[src/vehicle_pkg.sv]
`default_nettype none

package vehicle_pkg;

    // ==================================================
    // value types shared by every stage
    // ==================================================
    // vehicle speed in km/h
    typedef logic [7:0]  speed_t;
    // engine speed in revolutions per minute
    typedef logic [13:0] rpm_t;
    // forward gear number, 1 through 6
    typedef logic [2:0]  gear_t;
    // shift lever code from the console
    typedef logic [3:0]  sel_t;
    // raw throttle pedal sample from the ADC
    typedef logic [7:0]  accel_t;
    // tank level in percent
    typedef logic [7:0]  fuel_t;
    // total distance in km
    typedef logic [31:0] odo_t;

    // ==================================================
    // shift lever codes
    // ==================================================
    localparam sel_t SEL_P = 4'd3;
    localparam sel_t SEL_R = 4'd6;
    localparam sel_t SEL_N = 4'd9;
    localparam sel_t SEL_D = 4'd12;

    // lowest forward gear, also used outside D
    localparam gear_t GEAR_FIRST = 3'd1;

    // ==================================================
    // engine speed limits
    // ==================================================
    localparam rpm_t IDLE_RPM      = 14'd800;
    // rev limiter while parked or in neutral
    localparam rpm_t PN_REV_LIMIT  = 14'd4000;
    localparam rpm_t REDLINE_RPM   = 14'd8000;
    // no more acceleration once the engine gets this close to redline
    localparam rpm_t ACCEL_CUT_RPM = 14'd7900;

    // ==================================================
    // speed model thresholds
    // ==================================================
    // pedal noise floor
    localparam logic [7:0] PEDAL_DEAD_ZONE   = 8'd5;
    // air drag jumps above this speed
    localparam logic [7:0] AIR_WALL_SPEED    = 8'd180;
    localparam logic [9:0] AIR_WALL_DRAG     = 10'd100;
    localparam logic [7:0] MAX_SPEED         = 8'd250;
    localparam logic [7:0] REVERSE_MAX_SPEED = 8'd50;
    // emergency stop signal fires on a hard stop above this speed
    localparam logic [7:0] ESS_SPEED         = 8'd50;
    // brake bands, a strong brake bites harder at low speed
    localparam logic [7:0] BRAKE_BAND_HI     = 8'd150;
    localparam logic [7:0] BRAKE_BAND_LO     = 8'd80;

    // ==================================================
    // odometer and fuel gauge
    // ==================================================
    // 1 km/h for one second is about 278 mm
    localparam logic [31:0] MM_PER_KMH_SEC = 32'd278;
    localparam logic [31:0] MM_PER_KM      = 32'd1_000_000;
    // burn units per percent of tank
    localparam logic [31:0] FUEL_ACC_LIMIT = 32'd5000;
    localparam logic [31:0] FUEL_BASE_BURN = 32'd10;
    localparam logic [31:0] FULL_TANK      = 32'd100;

    // pedal value with the noise floor removed
    function automatic accel_t dead_zone(input accel_t pedal);
        if (pedal > PEDAL_DEAD_ZONE) begin
            return pedal - PEDAL_DEAD_ZONE;
        end
        return '0;
    endfunction

endpackage

`default_nettype wire

[src/gear_selector.sv]
`default_nettype none

module gear_selector (
    input  wire logic                clk,
    input  wire logic                rst,
    input  wire logic                shift_en,
    input  wire vehicle_pkg::sel_t   current_gear,
    input  wire vehicle_pkg::accel_t adc_accel,
    input  wire vehicle_pkg::speed_t speed,
    output vehicle_pkg::gear_t       gear_num
);

    vehicle_pkg::gear_t gear_nxt;
    logic               coasting;

    assign coasting = (vehicle_pkg::dead_zone(adc_accel) == '0);

    // ==================================================
    // shift rules
    // ==================================================
    always_comb begin
        gear_nxt = gear_num;
        if (current_gear != vehicle_pkg::SEL_D) begin
            // P, R and N sit in first
            gear_nxt = vehicle_pkg::GEAR_FIRST;
        end else if (coasting) begin
            // pedal released, gear follows speed directly
            if (speed < 8'd20) begin
                gear_nxt = 3'd1;
            end else if (speed < 8'd50) begin
                gear_nxt = 3'd2;
            end else if (speed < 8'd75) begin
                gear_nxt = 3'd3;
            end else if (speed < 8'd100) begin
                gear_nxt = 3'd4;
            end else if (speed < 8'd125) begin
                gear_nxt = 3'd5;
            end else begin
                gear_nxt = 3'd6;
            end
        end else begin
            // under load, gap between up and down points stops hunting
            case (gear_num)
                3'd1: if (speed >= 8'd27) gear_nxt = 3'd2;
                3'd2: begin
                    if (speed < 8'd21) gear_nxt = 3'd1;
                    else if (speed >= 8'd56) gear_nxt = 3'd3;
                end
                3'd3: begin
                    if (speed < 8'd51) gear_nxt = 3'd2;
                    else if (speed >= 8'd86) gear_nxt = 3'd4;
                end
                3'd4: begin
                    if (speed < 8'd77) gear_nxt = 3'd3;
                    else if (speed >= 8'd117) gear_nxt = 3'd5;
                end
                3'd5: begin
                    if (speed < 8'd101) gear_nxt = 3'd4;
                    else if (speed >= 8'd146) gear_nxt = 3'd6;
                end
                3'd6: if (speed < 8'd128) gear_nxt = 3'd5;
                default: gear_nxt = vehicle_pkg::GEAR_FIRST;
            endcase
        end
    end

    // holds through braking since shift_en stays low then
    always_ff @(posedge clk or posedge rst) begin
        if (rst) begin
            gear_num <= vehicle_pkg::GEAR_FIRST;
        end else if (shift_en) begin
            gear_num <= gear_nxt;
        end
    end

endmodule

`default_nettype wire

[src/obd_accumulators.sv]
`default_nettype none

module obd_accumulators (
    input  wire logic                clk,
    input  wire logic                rst,
    input  wire logic                tick_1sec,
    input  wire logic                engine_on,
    input  wire vehicle_pkg::accel_t adc_accel,
    input  wire vehicle_pkg::speed_t speed,
    input  wire vehicle_pkg::rpm_t   rpm,
    output vehicle_pkg::odo_t        odometer,
    output vehicle_pkg::fuel_t       fuel
);

    logic [31:0] dist_acc;
    logic [31:0] dist_step;
    logic [31:0] fuel_acc;
    logic [31:0] fuel_step;

    // millimetres covered in one second at the current speed
    assign dist_step = 32'(speed) * vehicle_pkg::MM_PER_KMH_SEC;

    // burn rate from idle base, engine load and throttle
    assign fuel_step = vehicle_pkg::FUEL_BASE_BURN + 32'(rpm) / 32'd100 +
                       32'(vehicle_pkg::dead_zone(adc_accel));

    // ==================================================
    // once per second bookkeeping
    // ==================================================
    always_ff @(posedge clk or posedge rst) begin
        if (rst) begin
            dist_acc <= '0;
            fuel_acc <= '0;
            odometer <= '0;
            fuel     <= vehicle_pkg::fuel_t'(vehicle_pkg::FULL_TANK);
        end else if (tick_1sec && engine_on) begin
            // distance only counts while rolling
            if (speed != '0) begin
                // a full km rolls over into the odometer
                if (dist_acc >= vehicle_pkg::MM_PER_KM) begin
                    dist_acc <= dist_acc - vehicle_pkg::MM_PER_KM;
                    odometer <= odometer + 32'd1;
                end else begin
                    dist_acc <= dist_acc + dist_step;
                end
            end
            // one percent of tank per full bucket
            if (fuel_acc >= vehicle_pkg::FUEL_ACC_LIMIT) begin
                fuel_acc <= '0;
                if (fuel != '0) begin
                    fuel <= fuel - 8'd1;
                end
            end else begin
                fuel_acc <= fuel_acc + fuel_step;
            end
        end
    end

endmodule

`default_nettype wire

[src/rpm_calc.sv]
`default_nettype none

module rpm_calc (
    input  wire logic                clk,
    input  wire logic                rst,
    input  wire logic                tick_speed,
    input  wire logic                engine_on,
    input  wire vehicle_pkg::sel_t   current_gear,
    input  wire vehicle_pkg::accel_t adc_accel,
    input  wire vehicle_pkg::speed_t speed,
    input  wire vehicle_pkg::gear_t  gear_num,
    output vehicle_pkg::rpm_t        rpm
);

    vehicle_pkg::accel_t pedal;
    vehicle_pkg::rpm_t   jit;
    vehicle_pkg::rpm_t   pn_raw;
    vehicle_pkg::rpm_t   base_raw;
    vehicle_pkg::rpm_t   base;
    vehicle_pkg::rpm_t   dr_raw;
    logic [1:0]          jitter;
    logic                idling;

    // small wobble so the needle never looks frozen
    always_ff @(posedge clk or posedge rst) begin
        if (rst) begin
            jitter <= '0;
        end else if (tick_speed) begin
            jitter <= jitter + 2'd1;
        end
    end

    assign pedal  = vehicle_pkg::dead_zone(adc_accel);
    assign jit    = {12'd0, jitter};
    assign idling = (current_gear == vehicle_pkg::SEL_P) ||
                    (current_gear == vehicle_pkg::SEL_N);

    // ==================================================
    // free revving in P and N
    // ==================================================
    // raw pedal here, noise shows up as idle flutter
    assign pn_raw = vehicle_pkg::IDLE_RPM + vehicle_pkg::rpm_t'(adc_accel) * 14'd20 + jit;

    // ==================================================
    // driving, linear rpm per gear
    // ==================================================
    always_comb begin
        case (gear_num)
            3'd1:    base_raw = vehicle_pkg::IDLE_RPM + vehicle_pkg::rpm_t'(speed) * 14'd60;
            3'd2:    base_raw = 14'd450 + vehicle_pkg::rpm_t'(speed) * 14'd35;
            3'd3:    base_raw = vehicle_pkg::rpm_t'(speed) * 14'd35 - 14'd600;
            3'd4:    base_raw = vehicle_pkg::rpm_t'(speed) * 14'd30 - 14'd1100;
            3'd5:    base_raw = vehicle_pkg::rpm_t'(speed) * 14'd27 - 14'd1540;
            3'd6:    base_raw = vehicle_pkg::rpm_t'(speed) * 14'd27 - 14'd2250;
            default: base_raw = vehicle_pkg::IDLE_RPM;
        endcase
    end

    // a negative result wraps high in 14 bits, fall back to idle
    assign base = (base_raw > 14'd10000) ? vehicle_pkg::IDLE_RPM : base_raw;

    // converter slip lifts rpm with throttle
    assign dr_raw = base + {5'd0, pedal, 1'b0} + jit;

    always_comb begin
        if (!engine_on) begin
            rpm = '0;
        end else if (idling) begin
            // limiter keeps the wobble
            rpm = (pn_raw > vehicle_pkg::PN_REV_LIMIT) ? vehicle_pkg::PN_REV_LIMIT + jit : pn_raw;
        end else begin
            rpm = (dr_raw > vehicle_pkg::REDLINE_RPM) ? vehicle_pkg::REDLINE_RPM : dr_raw;
        end
    end

endmodule

`default_nettype wire

[src/speed_physics.sv]
`default_nettype none

module speed_physics (
    input  wire logic                clk,
    input  wire logic                rst,
    input  wire logic                tick_speed,
    input  wire logic                engine_on,
    input  wire vehicle_pkg::sel_t   current_gear,
    input  wire vehicle_pkg::accel_t adc_accel,
    input  wire logic                is_brake_normal,
    input  wire logic                is_brake_hard,
    input  wire vehicle_pkg::gear_t  gear_num,
    input  wire vehicle_pkg::rpm_t   rpm,
    output vehicle_pkg::speed_t      speed,
    output logic                     ess_trigger,
    output logic                     shift_en
);

    vehicle_pkg::accel_t pedal;
    vehicle_pkg::speed_t speed_nxt;
    logic [9:0]          power;
    logic [9:0]          resistance;
    logic [7:0]          brake_step;
    logic [4:0]          decel_cnt;
    logic [4:0]          decel_cnt_nxt;
    logic [4:0]          decel_thr;
    logic                ess_nxt;
    logic                braking;
    logic                in_reverse;

    assign pedal      = vehicle_pkg::dead_zone(adc_accel);
    assign braking    = is_brake_hard | is_brake_normal;
    assign in_reverse = (current_gear == vehicle_pkg::SEL_R);

    // gear changes only on an unbraked physics tick
    assign shift_en = tick_speed & ~braking;

    // ==================================================
    // forces
    // ==================================================
    // full pedal in D, half in R, nothing in P or N
    always_comb begin
        if (!engine_on) begin
            power = '0;
        end else if (current_gear == vehicle_pkg::SEL_D) begin
            power = {2'b00, pedal};
        end else if (in_reverse) begin
            power = {3'b000, pedal[7:1]};
        end else begin
            power = '0;
        end
    end

    // rolling drag grows with speed, air wall adds a big step on top
    assign resistance = {2'b00, speed} + 10'd5 +
        ((speed >= vehicle_pkg::AIR_WALL_SPEED) ? vehicle_pkg::AIR_WALL_DRAG : 10'd0);

    // per tick speed loss while braking
    always_comb begin
        if (speed > vehicle_pkg::BRAKE_BAND_HI) begin
            brake_step = is_brake_hard ? 8'd2 : 8'd1;
        end else if (speed > vehicle_pkg::BRAKE_BAND_LO) begin
            brake_step = is_brake_hard ? 8'd4 : 8'd2;
        end else begin
            brake_step = is_brake_hard ? 8'd8 : 8'd3;
        end
    end

    // ticks per 1 km/h lost when coasting, higher gears roll longer
    always_comb begin
        case (gear_num)
            3'd1:    decel_thr = 5'd1;
            3'd2:    decel_thr = 5'd3;
            3'd3:    decel_thr = 5'd6;
            3'd4:    decel_thr = 5'd10;
            3'd5:    decel_thr = (speed >= 8'd120) ? 5'd8 : 5'd15;
            // air drag dominates in top gear at high speed
            3'd6:    decel_thr = (speed >= 8'd170) ? 5'd2 :
                                 (speed >= 8'd140) ? 5'd5 : 5'd20;
            default: decel_thr = 5'd0;
        endcase
    end

    // ==================================================
    // next speed
    // ==================================================
    always_comb begin
        speed_nxt     = speed;
        decel_cnt_nxt = decel_cnt;
        ess_nxt       = 1'b0;
        if (braking) begin
            // saturate at standstill
            speed_nxt = (speed >= brake_step) ? speed - brake_step : '0;
            if (is_brake_hard) begin
                ess_nxt = (speed > vehicle_pkg::ESS_SPEED);
            end
        end else if (power > resistance) begin
            decel_cnt_nxt = '0;
            // top speed, redline and reverse cap all block acceleration
            if ((speed < vehicle_pkg::MAX_SPEED) && (rpm < vehicle_pkg::ACCEL_CUT_RPM) &&
                !(in_reverse && (speed >= vehicle_pkg::REVERSE_MAX_SPEED))) begin
                speed_nxt = speed + 8'd1;
            end
        end else if (power < resistance) begin
            decel_cnt_nxt = decel_cnt + 5'd1;
            if ((speed != '0) && (decel_cnt >= decel_thr)) begin
                speed_nxt     = speed - 8'd1;
                decel_cnt_nxt = '0;
            end
        end else begin
            // balanced forces, cruise
            decel_cnt_nxt = '0;
        end
    end

    // state moves only on the physics tick
    always_ff @(posedge clk or posedge rst) begin
        if (rst) begin
            speed       <= '0;
            ess_trigger <= 1'b0;
            decel_cnt   <= '0;
        end else if (tick_speed) begin
            speed       <= speed_nxt;
            ess_trigger <= ess_nxt;
            decel_cnt   <= decel_cnt_nxt;
        end
    end

endmodule

`default_nettype wire

[src/vehicle_top.sv]
`default_nettype none

module vehicle_top (
    input  wire logic                clk,
    input  wire logic                rst,
    input  wire logic                engine_on,
    input  wire logic                tick_speed,
    input  wire logic                tick_1sec,
    input  wire vehicle_pkg::sel_t   current_gear,
    input  wire vehicle_pkg::accel_t adc_accel,
    input  wire logic                is_brake_normal,
    input  wire logic                is_brake_hard,
    output wire vehicle_pkg::speed_t speed,
    output wire vehicle_pkg::rpm_t   rpm,
    output wire vehicle_pkg::fuel_t  fuel,
    output wire vehicle_pkg::odo_t   odometer,
    output wire logic                ess_trigger,
    output wire vehicle_pkg::gear_t  gear_num
);

    // shift strobe from physics to gearbox
    wire logic shift_en;

    // ==================================================
    // drive train stages
    // ==================================================
    speed_physics u_physics (
        .clk             (clk),
        .rst             (rst),
        .tick_speed      (tick_speed),
        .engine_on       (engine_on),
        .current_gear    (current_gear),
        .adc_accel       (adc_accel),
        .is_brake_normal (is_brake_normal),
        .is_brake_hard   (is_brake_hard),
        .gear_num        (gear_num),
        .rpm             (rpm),
        .speed           (speed),
        .ess_trigger     (ess_trigger),
        .shift_en        (shift_en)
    );

    gear_selector u_gearbox (
        .clk          (clk),
        .rst          (rst),
        .shift_en     (shift_en),
        .current_gear (current_gear),
        .adc_accel    (adc_accel),
        .speed        (speed),
        .gear_num     (gear_num)
    );

    // rpm is combinational, physics sees it in the same cycle
    rpm_calc u_rpm (
        .clk          (clk),
        .rst          (rst),
        .tick_speed   (tick_speed),
        .engine_on    (engine_on),
        .current_gear (current_gear),
        .adc_accel    (adc_accel),
        .speed        (speed),
        .gear_num     (gear_num),
        .rpm          (rpm)
    );

    obd_accumulators u_obd (
        .clk       (clk),
        .rst       (rst),
        .tick_1sec (tick_1sec),
        .engine_on (engine_on),
        .adc_accel (adc_accel),
        .speed     (speed),
        .rpm       (rpm),
        .odometer  (odometer),
        .fuel      (fuel)
    );

endmodule

`default_nettype wire
[config.mk]
export PLATFORM = sky130hd
export DESIGN_NAME = vehicle_top
export DESIGN_NICKNAME = d
export VERILOG_FILES = /design/src/vehicle_pkg.sv /design/src/gear_selector.sv /design/src/obd_accumulators.sv /design/src/rpm_calc.sv /design/src/speed_physics.sv /design/src/vehicle_top.sv
export SDC_FILE = /design/constraint.sdc
export NUM_CORES = 1
export LEC_CHECK = 0
export BUFFER_PORTS_ARGS = -buffer_cell sky130_fd_sc_hd__buf_2
export CORE_UTILIZATION = 58
export CTS_CLUSTER_DIAMETER = 120
export CTS_CLUSTER_SIZE = 16
export DETAILED_ROUTE_END_ITERATION = 8
export PLACE_DENSITY = 0.79
export SLEW_MARGIN = 10
export SYNTH_ARGS = -nofsm -noshare
export SYNTH_HDL_FRONTEND = slang
export SYNTH_SLANG_ARGS = --single-unit
[constraint.sdc]
create_clock -name clk -period 14.6 [get_ports clk]
set_clock_uncertainty 0.05 [all_clocks]
set_input_delay 2.92 -clock clk [delete_from_list [all_inputs] [get_ports clk]]
set_output_delay 2.92 -clock clk [all_outputs]
set_load 0.1 [all_outputs]
# [Word-level counts from Yosys, hierarchy flattened]
# Cells that the tools add are included.
[totals] regBits=123 in_bits=19 output_inout_bits=66
[classes] n_addsub=26 n_eq_ne=18 n_reduce_logical=18 div_mod_pow=1 multipliers=6 bitwise_logic=3 magnitude_cmp=35 mux=53
[ops] cell="case mux 14 bit (6 select lines)" n=1
[ops] cell="two-way mux 8 bit" n=10
[ops] cell="two-way mux 14 bit" n=5
[ops] cell="two-way mux 32 bit" n=2
[ops] cell="two-way mux 3 bit" n=18
[ops] cell="< comparator 8 x 7 -> 1 bit (second input constant)" n=5
[ops] cell="adder 32 x 1 -> 32 bit (second input constant)" n=1
[ops] cell="adder 32 x 17 -> 32 bit" n=1
[ops] cell="adder 32 bit" n=1
[ops] cell="adder 32 x 8 -> 32 bit" n=1
[ops] cell="adder 4 x 32 -> 32 bit (first input constant)" n=1
[ops] cell="divider 14 x 7 -> 32 bit (second input constant)" n=1
[ops] cell="greater-or-equal comparator 32 x 13 -> 1 bit (second input constant)" n=1
[ops] cell="greater-or-equal comparator 32 x 20 -> 1 bit (second input constant)" n=1
[ops] cell="greater-or-equal comparator 8 bit (second input constant)" n=4
[ops] cell="subtractor 32 x 20 -> 32 bit (second input constant)" n=1
[ops] cell="case mux 5 bit (6 select lines)" n=1
[ops] cell="adder 14 x 2 -> 14 bit" n=2
[ops] cell="subtractor 13 x 11 -> 14 bit (second input constant)" n=2
[ops] cell="two-way mux 5 bit" n=5
[ops] cell="greater-or-equal comparator 8 x 7 -> 1 bit (second input constant)" n=3
[ops] cell="multiplier 8 x 4 -> 12 bit (second input constant)" n=2
[ops] cell="two-way mux 10 bit" n=2
[ops] cell="!= test 5 x 1 -> 1 bit (second input constant)" n=4
[ops] cell="63 further kinds" n=85

# [Depth between registers and ports, before layout]
# Gate-level depths: netlist of the first run.
[logic_depth] depth_word=17 ltp_mapped=72

# [Hierarchy]
# Synthesis of the first run repeated with hierarchy kept, for this count alone.
[hier_totals] cells_unflattened=2187 hier_area_um2=17564.3
[modules_own_cells] module="obd_accumulators" area_each_um2=8450.6 n_inst=1 cells_each=977 seq_area_each_um2=2581.2
[modules_own_cells] module="rpm_calc" area_each_um2=6123.4 n_inst=1 cells_each=803 seq_area_each_um2=50.0
[modules_own_cells] module="speed_physics" area_each_um2=2311.0 n_inst=1 cells_each=312 seq_area_each_um2=350.3
[modules_own_cells] module="gear_selector" area_each_um2=679.4 n_inst=1 cells_each=95 seq_area_each_um2=76.3

# [Worst setup path before layout of the first run]
# OpenSTA, ideal clock, no wires.
[synth_timing] path_type="flip-flop to flip-flop" startpoint="reg u_physics.speed[3]" endpoint="reg u_obd.fuel_acc[26]" required_time_ps=14418 path_buffers=4 arrival_time_ps=15447 synth_period_minus_slack_ps=15629 stages_incl_launch_ff=68 setup_slack_ps=-1029 path_cell_list="dfrtp_1 > inv_1 > ha_1 > inv_1 > fa_1 > inv_1 > fa_1 > inv_1 > ha_1 > buf_2 > a31o_1 > or4_4 > and3_1 > clkbuf_1 > nor4_2 > mux2_1 > a22oi_1 > and4_1 > [32 not listed] > inv_1 > fa_1 > ha_1 > fa_1 > a21oi_1 > nor2_1 > nor2_1 > o21bai_1 > a21oi_1 > nor2b_1 > o21ai_0 > a21oi_1 > and2_1 > and3_1 > and3_1 > and3_1 > a41oi_1 > nor2_1"
[synth_via] elab_chain_cells=16 elab_cells_between_ends=24
[synth_rtl] item="start, declared" line="speed_physics.sv:14" text="output vehicle_pkg::speed_t speed,"
[synth_rtl] item="start signal, assigned" line="speed_physics.sv:123" text="speed <= speed_nxt;"
[synth_rtl] item="multiplier 8 x 6 -> 14 bit, or another cell as far along" line="rpm_calc.sv:50, rpm_calc.sv:51"
[synth_rtl] item="subtractor 14 x 10 -> 14 bit, or another cell as far along" line="rpm_calc.sv:51" text="3'd3: base_raw = vehicle_pkg::rpm_t'(speed) * 14'd35 - 14'd600;"
[synth_rtl] item="case mux 14 bit (6 select lines) *" line="rpm_calc.sv:48" text="case (gear_num)"
[synth_rtl] item="greater-than comparator 14 bit" line="rpm_calc.sv:60" text="assign base = (base_raw > 14'd10000) ? vehicle_pkg::IDLE_RPM : base_raw;"
[synth_rtl] item="two-way mux 14 bit *" line="rpm_calc.sv:60"
[synth_rtl] item="adder 14 x 9 -> 14 bit *" line="rpm_calc.sv:63" text="assign dr_raw = base + {5'd0, pedal, 1'b0} + jit;"
[synth_rtl] item="adder 14 x 2 -> 14 bit *" line="rpm_calc.sv:63"
[synth_rtl] item="greater-than comparator 14 x 13 -> 1 bit" line="rpm_calc.sv:72" text="rpm = (dr_raw > vehicle_pkg::REDLINE_RPM) ? vehicle_pkg::REDLINE_RPM : dr_raw;"
[synth_rtl] item="two-way mux 14 bit *" line="rpm_calc.sv:72"
[synth_rtl] item="two-way mux 14 bit *" line="rpm_calc.sv:68" text="end else if (idling) begin"
[synth_rtl] item="two-way mux 14 bit *" line="rpm_calc.sv:66" text="if (!engine_on) begin"
[synth_rtl] item="net rpm[10]" line="vehicle_top.sv:14" text="output wire vehicle_pkg::rpm_t rpm,"
[synth_rtl] item="divider 14 x 7 -> 32 bit *" line="obd_accumulators.sv:24" text="assign fuel_step = vehicle_pkg::FUEL_BASE_BURN + 32'(rpm) / 32'd100 +"
[synth_rtl] item="adder 4 x 32 -> 32 bit *" line="obd_accumulators.sv:24"
[synth_rtl] item="adder 32 x 8 -> 32 bit *" line="obd_accumulators.sv:24"
[synth_rtl] item="adder 32 bit *" line="obd_accumulators.sv:54" text="fuel_acc <= fuel_acc + fuel_step;"
[synth_rtl] item="two-way mux 32 bit *" line="obd_accumulators.sv:48" text="if (fuel_acc >= vehicle_pkg::FUEL_ACC_LIMIT) begin"
[synth_rtl] item="end signal, assigned" line="obd_accumulators.sv:54"
[synth_rtl] item="end, declared" line="obd_accumulators.sv:17" text="logic [31:0] fuel_acc;"
# The timed path passes the listed nets; every way through them passes the cells marked *.
# A chain may end at the register's enable or synchronous reset.

# [Final worst setup path of the first run]
[layout_timing] startpoint="reg u_physics.speed[4]" endpoint="reg u_obd.fuel_acc[26]"
[layout_via] elab_chain_cells=16 elab_cells_between_ends=24
[layout_rtl] item="multiplier 8 x 6 -> 14 bit, or another cell as far along" line="rpm_calc.sv:50, rpm_calc.sv:51"
[layout_rtl] item="subtractor 14 x 10 -> 14 bit, or another cell as far along" line="rpm_calc.sv:51"
[layout_rtl] item="case mux 14 bit (6 select lines) *" line="rpm_calc.sv:48"
[layout_rtl] item="greater-than comparator 14 bit" line="rpm_calc.sv:60"
[layout_rtl] item="two-way mux 14 bit *" line="rpm_calc.sv:60"
[layout_rtl] item="adder 14 x 9 -> 14 bit *" line="rpm_calc.sv:63"
[layout_rtl] item="adder 14 x 2 -> 14 bit *" line="rpm_calc.sv:63"
[layout_rtl] item="greater-than comparator 14 x 13 -> 1 bit" line="rpm_calc.sv:72"
[layout_rtl] item="two-way mux 14 bit *" line="rpm_calc.sv:72"
[layout_rtl] item="two-way mux 14 bit *" line="rpm_calc.sv:68"
[layout_rtl] item="two-way mux 14 bit *" line="rpm_calc.sv:66"
[layout_rtl] item="divider 14 x 7 -> 32 bit *" line="obd_accumulators.sv:24"
[layout_rtl] item="adder 4 x 32 -> 32 bit *" line="obd_accumulators.sv:24"
[layout_rtl] item="adder 32 x 8 -> 32 bit *" line="obd_accumulators.sv:24"
[layout_rtl] item="adder 32 bit *" line="obd_accumulators.sv:54"
[layout_rtl] item="two-way mux 32 bit *" line="obd_accumulators.sv:48"
# Mark *: on every way between the ends. The rest lies on a longest branch, timed or not.

==> results.md, run 1 <==
- Yosys Warn Count: 0
- CP peak stage delay: roughly 480 ps
- Worst hold-check path type: register to register
- Status: complete, no violations
- Final net count: around 2500
- Initial cell density of the core: 0.588
- #FFs+latches synth: 122
- Asr flop ratio synth: 1.00
- I/O Pins: 85
- Cell at the root of the clock tree: clkbuf_16
- Mean Syn Cell Area: ~8 sq um
- Delay-heaviest family, CP: compound AO/OA/AOI/OAI gates
- Largest net degree at the start of global routing: a little under 90
- Required time of the worst setup path: ~15000 ps
- Input/output buffers: between 80 and 90
- Total GRT Usage: 0.329
- Post-synth EDFFs: 0
- Minimum period implied by the final worst setup slack: 14090 ps
- Vias in the first global route: around 16000
- Tcrit/Tclk final: 0.965
- Initial antenna violation count: 1
- Inserted Clock Buffers: 17
- Post-Syn Area: 0.0169 sq mm
- Setup ws final: between 500 and 600 ps
- Clock transition at path regs: around 70 ps
- First-pass GRT wire length: ~80 mm
- Die H: between 150 and 200 um
- Layout cells sized above 1: 0.166
- Gpl congestion: 0.962
- Via Count: 16800
- Met2 Track Usage GR: 0.561
- Die area: roughly 0.030 sq mm
- CP Launch Type: register
- Via density: approximately 6.3
- Post-Syn Instances: around 2100
- Placed Cells: about 2600
- Post-cts hold buffer count: 0
- Primary FF master, synth: dfrtp_1
- Global routing's busiest layer: met2
- Worst path slowest cell: fa_1
- Non-Filler Instances: between 2000 and 3000
- Final hold violations: 0
- Worst Tran Pin Value: around 1100 ps
- Met1 usage: 0.421
- Crit path kind: register to register
- Clock Path Buffers: 2
- Max Slew Vio Count: 0
- Total routed wirelength: about 50 mm
- Hpwl dp: approximately 39 mm
- M3 GR Usage: 0.0473
- Distinct cells, synth: roughly 120
- Crit path max fanout: 11
- WP data arrival: 14390 ps
- Max transition margin: 0.273
- P&R area growth vs syn: 15.9%
- Gr ovfl total: 0
- Place WS: -58.7 ps
- TritonRoute pass-1 iters: 6
- Register area share after synthesis: 0.181
- Max Freq: 71.0 MHz
- CTS tree: built
- FP Rows: 62
- Max-Cap Viols: 0
- Horiz. Die Dim: approximately 170 um
- DRC: 0
- Worst setup EP type: register
- Clock sinks: between 100 and 150
- Post-DRT Antenna Nets: 0
- H-tree depth: 4
- Starting DRT DRC Count: 1312
- Final Setup Violations: 0
- Core area: 0.0287 sq mm
- CP Buf/Inv Count: 9
- Fill count: about 2400
- Routed wire per std cell: roughly 19 um
- Clk Latency, worst-skew pair: ~420 ps
[kinds of logic after synthesis]
family | count (synthesis) | share of synthesized area
and+or+nand+nor | 718 | 0.220
AOI/OAI and AO/OA | 595 | 0.242
adders and majority gates | 252 | 0.207
buffers and inverters | 243 | 0.0557
xor gates and xnor gates | 165 | 0.0860
DFF | 122 | 0.181
muxes | 13 | 0.00800
other | 1 | 0.000222
[cell usage after synthesis, types with 10 or more instances]
cell	number	share of area
ha_1	207	0.15
a21o_1	31	0.014
nand2_1	168	0.037
and2_1	24	0.0089
o21a_1	17	0.0076
o211ai_1	18	0.0080
buf_2	10	0.0030
nor4_1	24	0.0089
fa_1	45	0.053
xor2_1	52	0.027
or4_1	11	0.0049
xnor2_1	112	0.058
nand2b_1	30	0.011
o32ai_1	10	0.0052
a21oi_1	132	0.039
o21ai_0	140	0.042
nand3_1	61	0.018
inv_1	177	0.039
o21bai_1	10	0.0044
or3_1	20	0.0074
o22ai_1	17	0.0063
a21boi_0	10	0.0044
a211o_1	10	0.0052
clkbuf_1	39	0.0087
and3_1	31	0.011
nand4_1	33	0.012
o31ai_1	13	0.0058
a31oi_1	30	0.011
nor3_1	61	0.018
a211oi_1	19	0.0084
nor2b_1	36	0.013
o21ai_1	11	0.0033
dfrtp_1	118	0.17
nor2_1	158	0.035
[placed cells by master, fill, tap and decap left out, drive strengths merged, types with 31 or more instances in the layout]
master / count
buf: 183
nand4: 34
o21ai: 151
xor2: 53
xnor2: 112
fa: 45
a21o: 31
a21oi: 136
dfrtp: 118
ha: 207
nand2: 169
nor2b: 36
inv: 191
nor3: 62
and3: 31
nand3: 63
a31oi: 31
nor2: 160
[flip-flops by register name, indices dropped and copies added, names as in the netlist]
| signal | count |
|---|---|
| u_physics.speed | 8 |
| u_gearbox.gear_num | 3 |
| u_rpm.jitter | 2 |
| u_physics.decel_cnt | 5 |
| u_obd.fuel_acc | 32 |
| u_physics.ess_trigger | 1 |
| u_obd.odometer | 32 |
| u_obd.dist_acc | 31 |
| u_obd.fuel | 8 |
[layer usage]
| layer | routed length [um] | up-vias |
|---|---|---|
| met4 | 1820 | 0 |
| met5 | 0 | - |
| met1 | 21500 | 8120 |
| met3 | 2840 | 125 |
| met2 | 24100 | 608 |
| li1 | - | 7965 |
[path summary, 6_finish.rpt]
path	from	end	slack (ps)	cells after the start
worst max-delay path	u_physics.speed[4]	u_obd.fuel_acc[26]	510	68
worst min-delay path	u_obd.odometer[31]	u_obd.odometer[31]	430	1
worst max register to register	u_physics.speed[4]	u_obd.fuel_acc[26]	510	68
worst min register to register	u_obd.odometer[31]	u_obd.odometer[31]	430	1
max in group asynchronous	rst	u_physics.speed[0]	10540	3
min in group asynchronous	rst	u_obd.dist_acc[16]	2460	2
[through the flow]
stage               setup TNS, ps  cell area [sq um]  utilization  hold slack [ps]
floorplan                       0              17000            -              387
global placement                0              18200        0.636              408
detailed placement          -72.8              18200        0.636              419
CTS                             0              18900        0.657              433
global route                 -928              19600        0.682              445
finish                          0              19600        0.682              426
[layout make-up]
type                    instances  area, sq um  share of cell area
clock buffers                  17          425              0.0217
inverters                     186          748              0.0382
well taps                     384          480              0.0245
diodes                          1         2.50            0.000128
multi-input cells            1745        13500               0.690
repair buffers                183         1180              0.0602
flip-flops and latches        122         3060               0.156
clock inverters                15          174             0.00889
[timing repair]
action                                  CTS  global route
buffers inserted                          0            24
gates resized for setup                   1           103
endpoints found under the setup margin    8            22
pin swaps                                 0            46
Power of run 1 is left out: the tool's default activity adds up to more than one toggle a clock period on the data nets, which glitch-free logic cannot reach.
==> inputs of run 2 (changes only) <==
--- a/config.mk
+++ b/config.mk
@@ -10,7 +10,7 @@
 export CTS_CLUSTER_DIAMETER = 120
 export CTS_CLUSTER_SIZE = 16
 export DETAILED_ROUTE_END_ITERATION = 8
-export PLACE_DENSITY = 0.79
+export PLACE_DENSITY_LB_ADDON = 0.15
 export SLEW_MARGIN = 10
 export SYNTH_ARGS = -nofsm -noshare
 export SYNTH_HDL_FRONTEND = slang
==> run 2 against run 1 <==
Against the previous run:
- hold slack worse by 8.2 ps
- design area about the same
- via count fell by 0.37%
- highest routed layer unchanged
- largest cell class unchanged
- worst setup slack improved by 46 ps
- fmax grew 0.33%
- clock-buffer cell count stayed put
- non-clock buffer count grew 6
==> results.md, run 2 (synthesized netlist as in run 1, its figures left out) <==
- Total GRT Usage: 0.335 (was 0.329)
- Max transition margin: 0.331 (was 0.273)
- # diodes: 0 (was 1)
- Inserted Clock Buffers: 17 (unchanged)
- DRC: 0 (unchanged)
- Minimum period implied by the final worst setup slack: 14040 ps (was 14090 ps)
- Initial antenna violation count: 0 (was 1)
- Via Count: 16800 (about the same)
- Die area: 0.0298 sq mm (unchanged)
- Vias in the first global route: 15700 (was 15900)
- Worst setup EP type: register (unchanged)
- Die H: 173 um (unchanged)
- Horiz. Die Dim: 173 um (unchanged)
- Status: complete, no violations (unchanged)
- Path depth of the worst reg2reg path: 60 (was 68)
- Final net count: 2532 (was 2526)
- Clock Path Buffers: 2 (unchanged)
- Post-cts hold buffer count: 0 (unchanged)
- Gpl congestion: 0.976 (was 0.962)
- Hpwl dp: 40.0 mm (was 38.8 mm)
- P&R area growth vs syn: 15.8% (was 15.9%)
- CP peak stage delay: 720 ps (was 480 ps)
- TritonRoute pass-1 iters: 6 (unchanged)
- Worst path slowest cell: fa_1 (unchanged)
- CP Launch Type: register (unchanged)
- Crit-path most repeated cell: nor2_1
- H-tree depth: 4 (unchanged)
- Delay-heaviest family, CP: compound AO/OA/AOI/OAI gates (unchanged)
- Fill count: 2470 (was 2380)
- Worst path depth: 60 (was 68)
- Design area: 0.0196 sq mm (about the same)
- Post-Route Setup TNS: 0 ps (unchanged)
- CTS tree: built (unchanged)
- Depth of the worst hold-timing path: 1 (unchanged)
- Initial cell density of the core: 0.588 (unchanged)
- Via density: 6.30 (was 6.34)
- Worst hold-check path type: register to register (unchanged)
- Largest regs: u_obd.fuel_acc (32), u_obd.odometer (32), u_obd.dist_acc (31) (unchanged)
- Post-DRT Antenna Nets: 0 (unchanged)
- Max-Cap Viols: 0 (unchanged)
- Core area: 0.0287 sq mm (unchanged)
- Layout cells sized above 1: 0.169 (was 0.166)
- Max Freq: 71.2 MHz (was 71.0 MHz)
- Starting DRT DRC Count: 1427 (was 1312)
- I/O Pins: 85 (unchanged)
- Final hold violations: 0 (unchanged)
- Placed inst area: 0.0182 sq mm (unchanged)
- Non-Filler Instances: 2658 (was 2653)
- WHS: 418 ps (was 426 ps)
- Routed wire per std cell: 19.4 um (was 19.0 um)
- Tcrit/Tclk final: 0.962 (was 0.965)
- Clock sinks: 122 (unchanged)
- Worst Tran Pin Value: 1000 ps (was 1090 ps)
- Most frequent cells in the layout: ha_1, inv_1, nand2_1 (unchanged)
- Largest net degree at the start of global routing: 78 (was 89)
- Clk Latency, worst-skew pair: 420 ps (about the same)
- Final Setup Violations: 0 (unchanged)
- Clock transition at path regs: 60 ps (was 70 ps)
- First-pass GRT wire length: 81.2 mm (was 80.9 mm)
- Placed Cells: 2596 (unchanged)
- WP data arrival: 14350 ps (was 14390 ps)
- Gr ovfl total: 0 (unchanged)
- Crit path max fanout: 7 (was 11)
- Input/output buffers: 83 (unchanged)
- Crit path kind: register to register (unchanged)
- CP Buf/Inv Count: 4 (was 9)
- Max Slew Vio Count: 0 (unchanged)
- Most common cell after layout, fill and taps aside: ha_1 (unchanged)
- FP Rows: 62 (unchanged)
- Total routed wirelength: 51.5 mm (was 50.3 mm)
- Required time of the worst setup path: 14900 ps (about the same)
- Cell at the root of the clock tree: clkbuf_16 (unchanged)
run 2: path summary, 6_finish.rpt:
path / end / slack, ps / from
setup / recovery: u_obd.fuel_acc[26] / 560 / u_physics.speed[0]
hold / removal: u_obd.dist_acc[31] / 420 / u_obd.dist_acc[31]
setup reg to reg: u_obd.fuel_acc[26] / 560 / u_physics.speed[0]
hold reg to reg: u_obd.dist_acc[31] / 420 / u_obd.dist_acc[31]
max in group asynchronous: u_obd.fuel_acc[2] / 10580 / rst
min in group asynchronous: u_obd.dist_acc[30] / 2530 / rst
run 2: timing repair:
| action | in CTS | in global routing |
|---|---|---|
| pin swaps | 6 | 37 |
| gates resized for setup | 12 | 89 |
| endpoints found under the setup margin | 8 | 23 |
| setup buffers | 3 | 27 |
| gates cloned | 0 | 0 |
run 2: cell type report:
cell class,count,area (sq um),area share
Timing Repair Buffer,189,1220,0.0623
Tap cell,384,480,0.0246
Inverter,186,752,0.0385
Clock inverter,15,130,0.00665
Sequential cell,122,3060,0.157
Multi-Input combinational cell,1745,13500,0.690
Clock buffer,17,425,0.0218
run 2: through the flow:
| step | util | setup slack [ps] |
|---|---|---|
| 2_1_floorplan | - | 8.65 |
| 3_3_place_gp | 0.636 | 173 |
| 3_5_place_dp | 0.636 | -101 |
| 4_1_cts | 0.657 | 31.1 |
| 5_1_grt | 0.681 | -85.7 |
| 6_report | 0.681 | 559 |
run 2: worst reg2reg max path, delay by kind of cell, from the launching register on:
| kind | cells | cell delay [ps] |
|---|---|---|
| AOI/OAI and AO/OA | 25 | 4960 |
| buffers and inverters | 4 | 580 |
| DFF | 1 | 470 |
| xor gates and xnor gates | 1 | 300 |
| muxes | 1 | 100 |
| and+or+nand+nor | 20 | 4420 |
| adders and majority gates | 9 | 3090 |
run 2: routing by layer:
layer / vias up / track usage / part of all wire
met3: 92 / 0.0484 / 0.058
met5: - / 0 / 0
li1: 7971 / - / -
met2: 573 / 0.557 / 0.48
met4: 0 / 0.0945 / 0.025
met1: 8119 / 0.452 / 0.44
Power of run 2 is left out for the same reason.
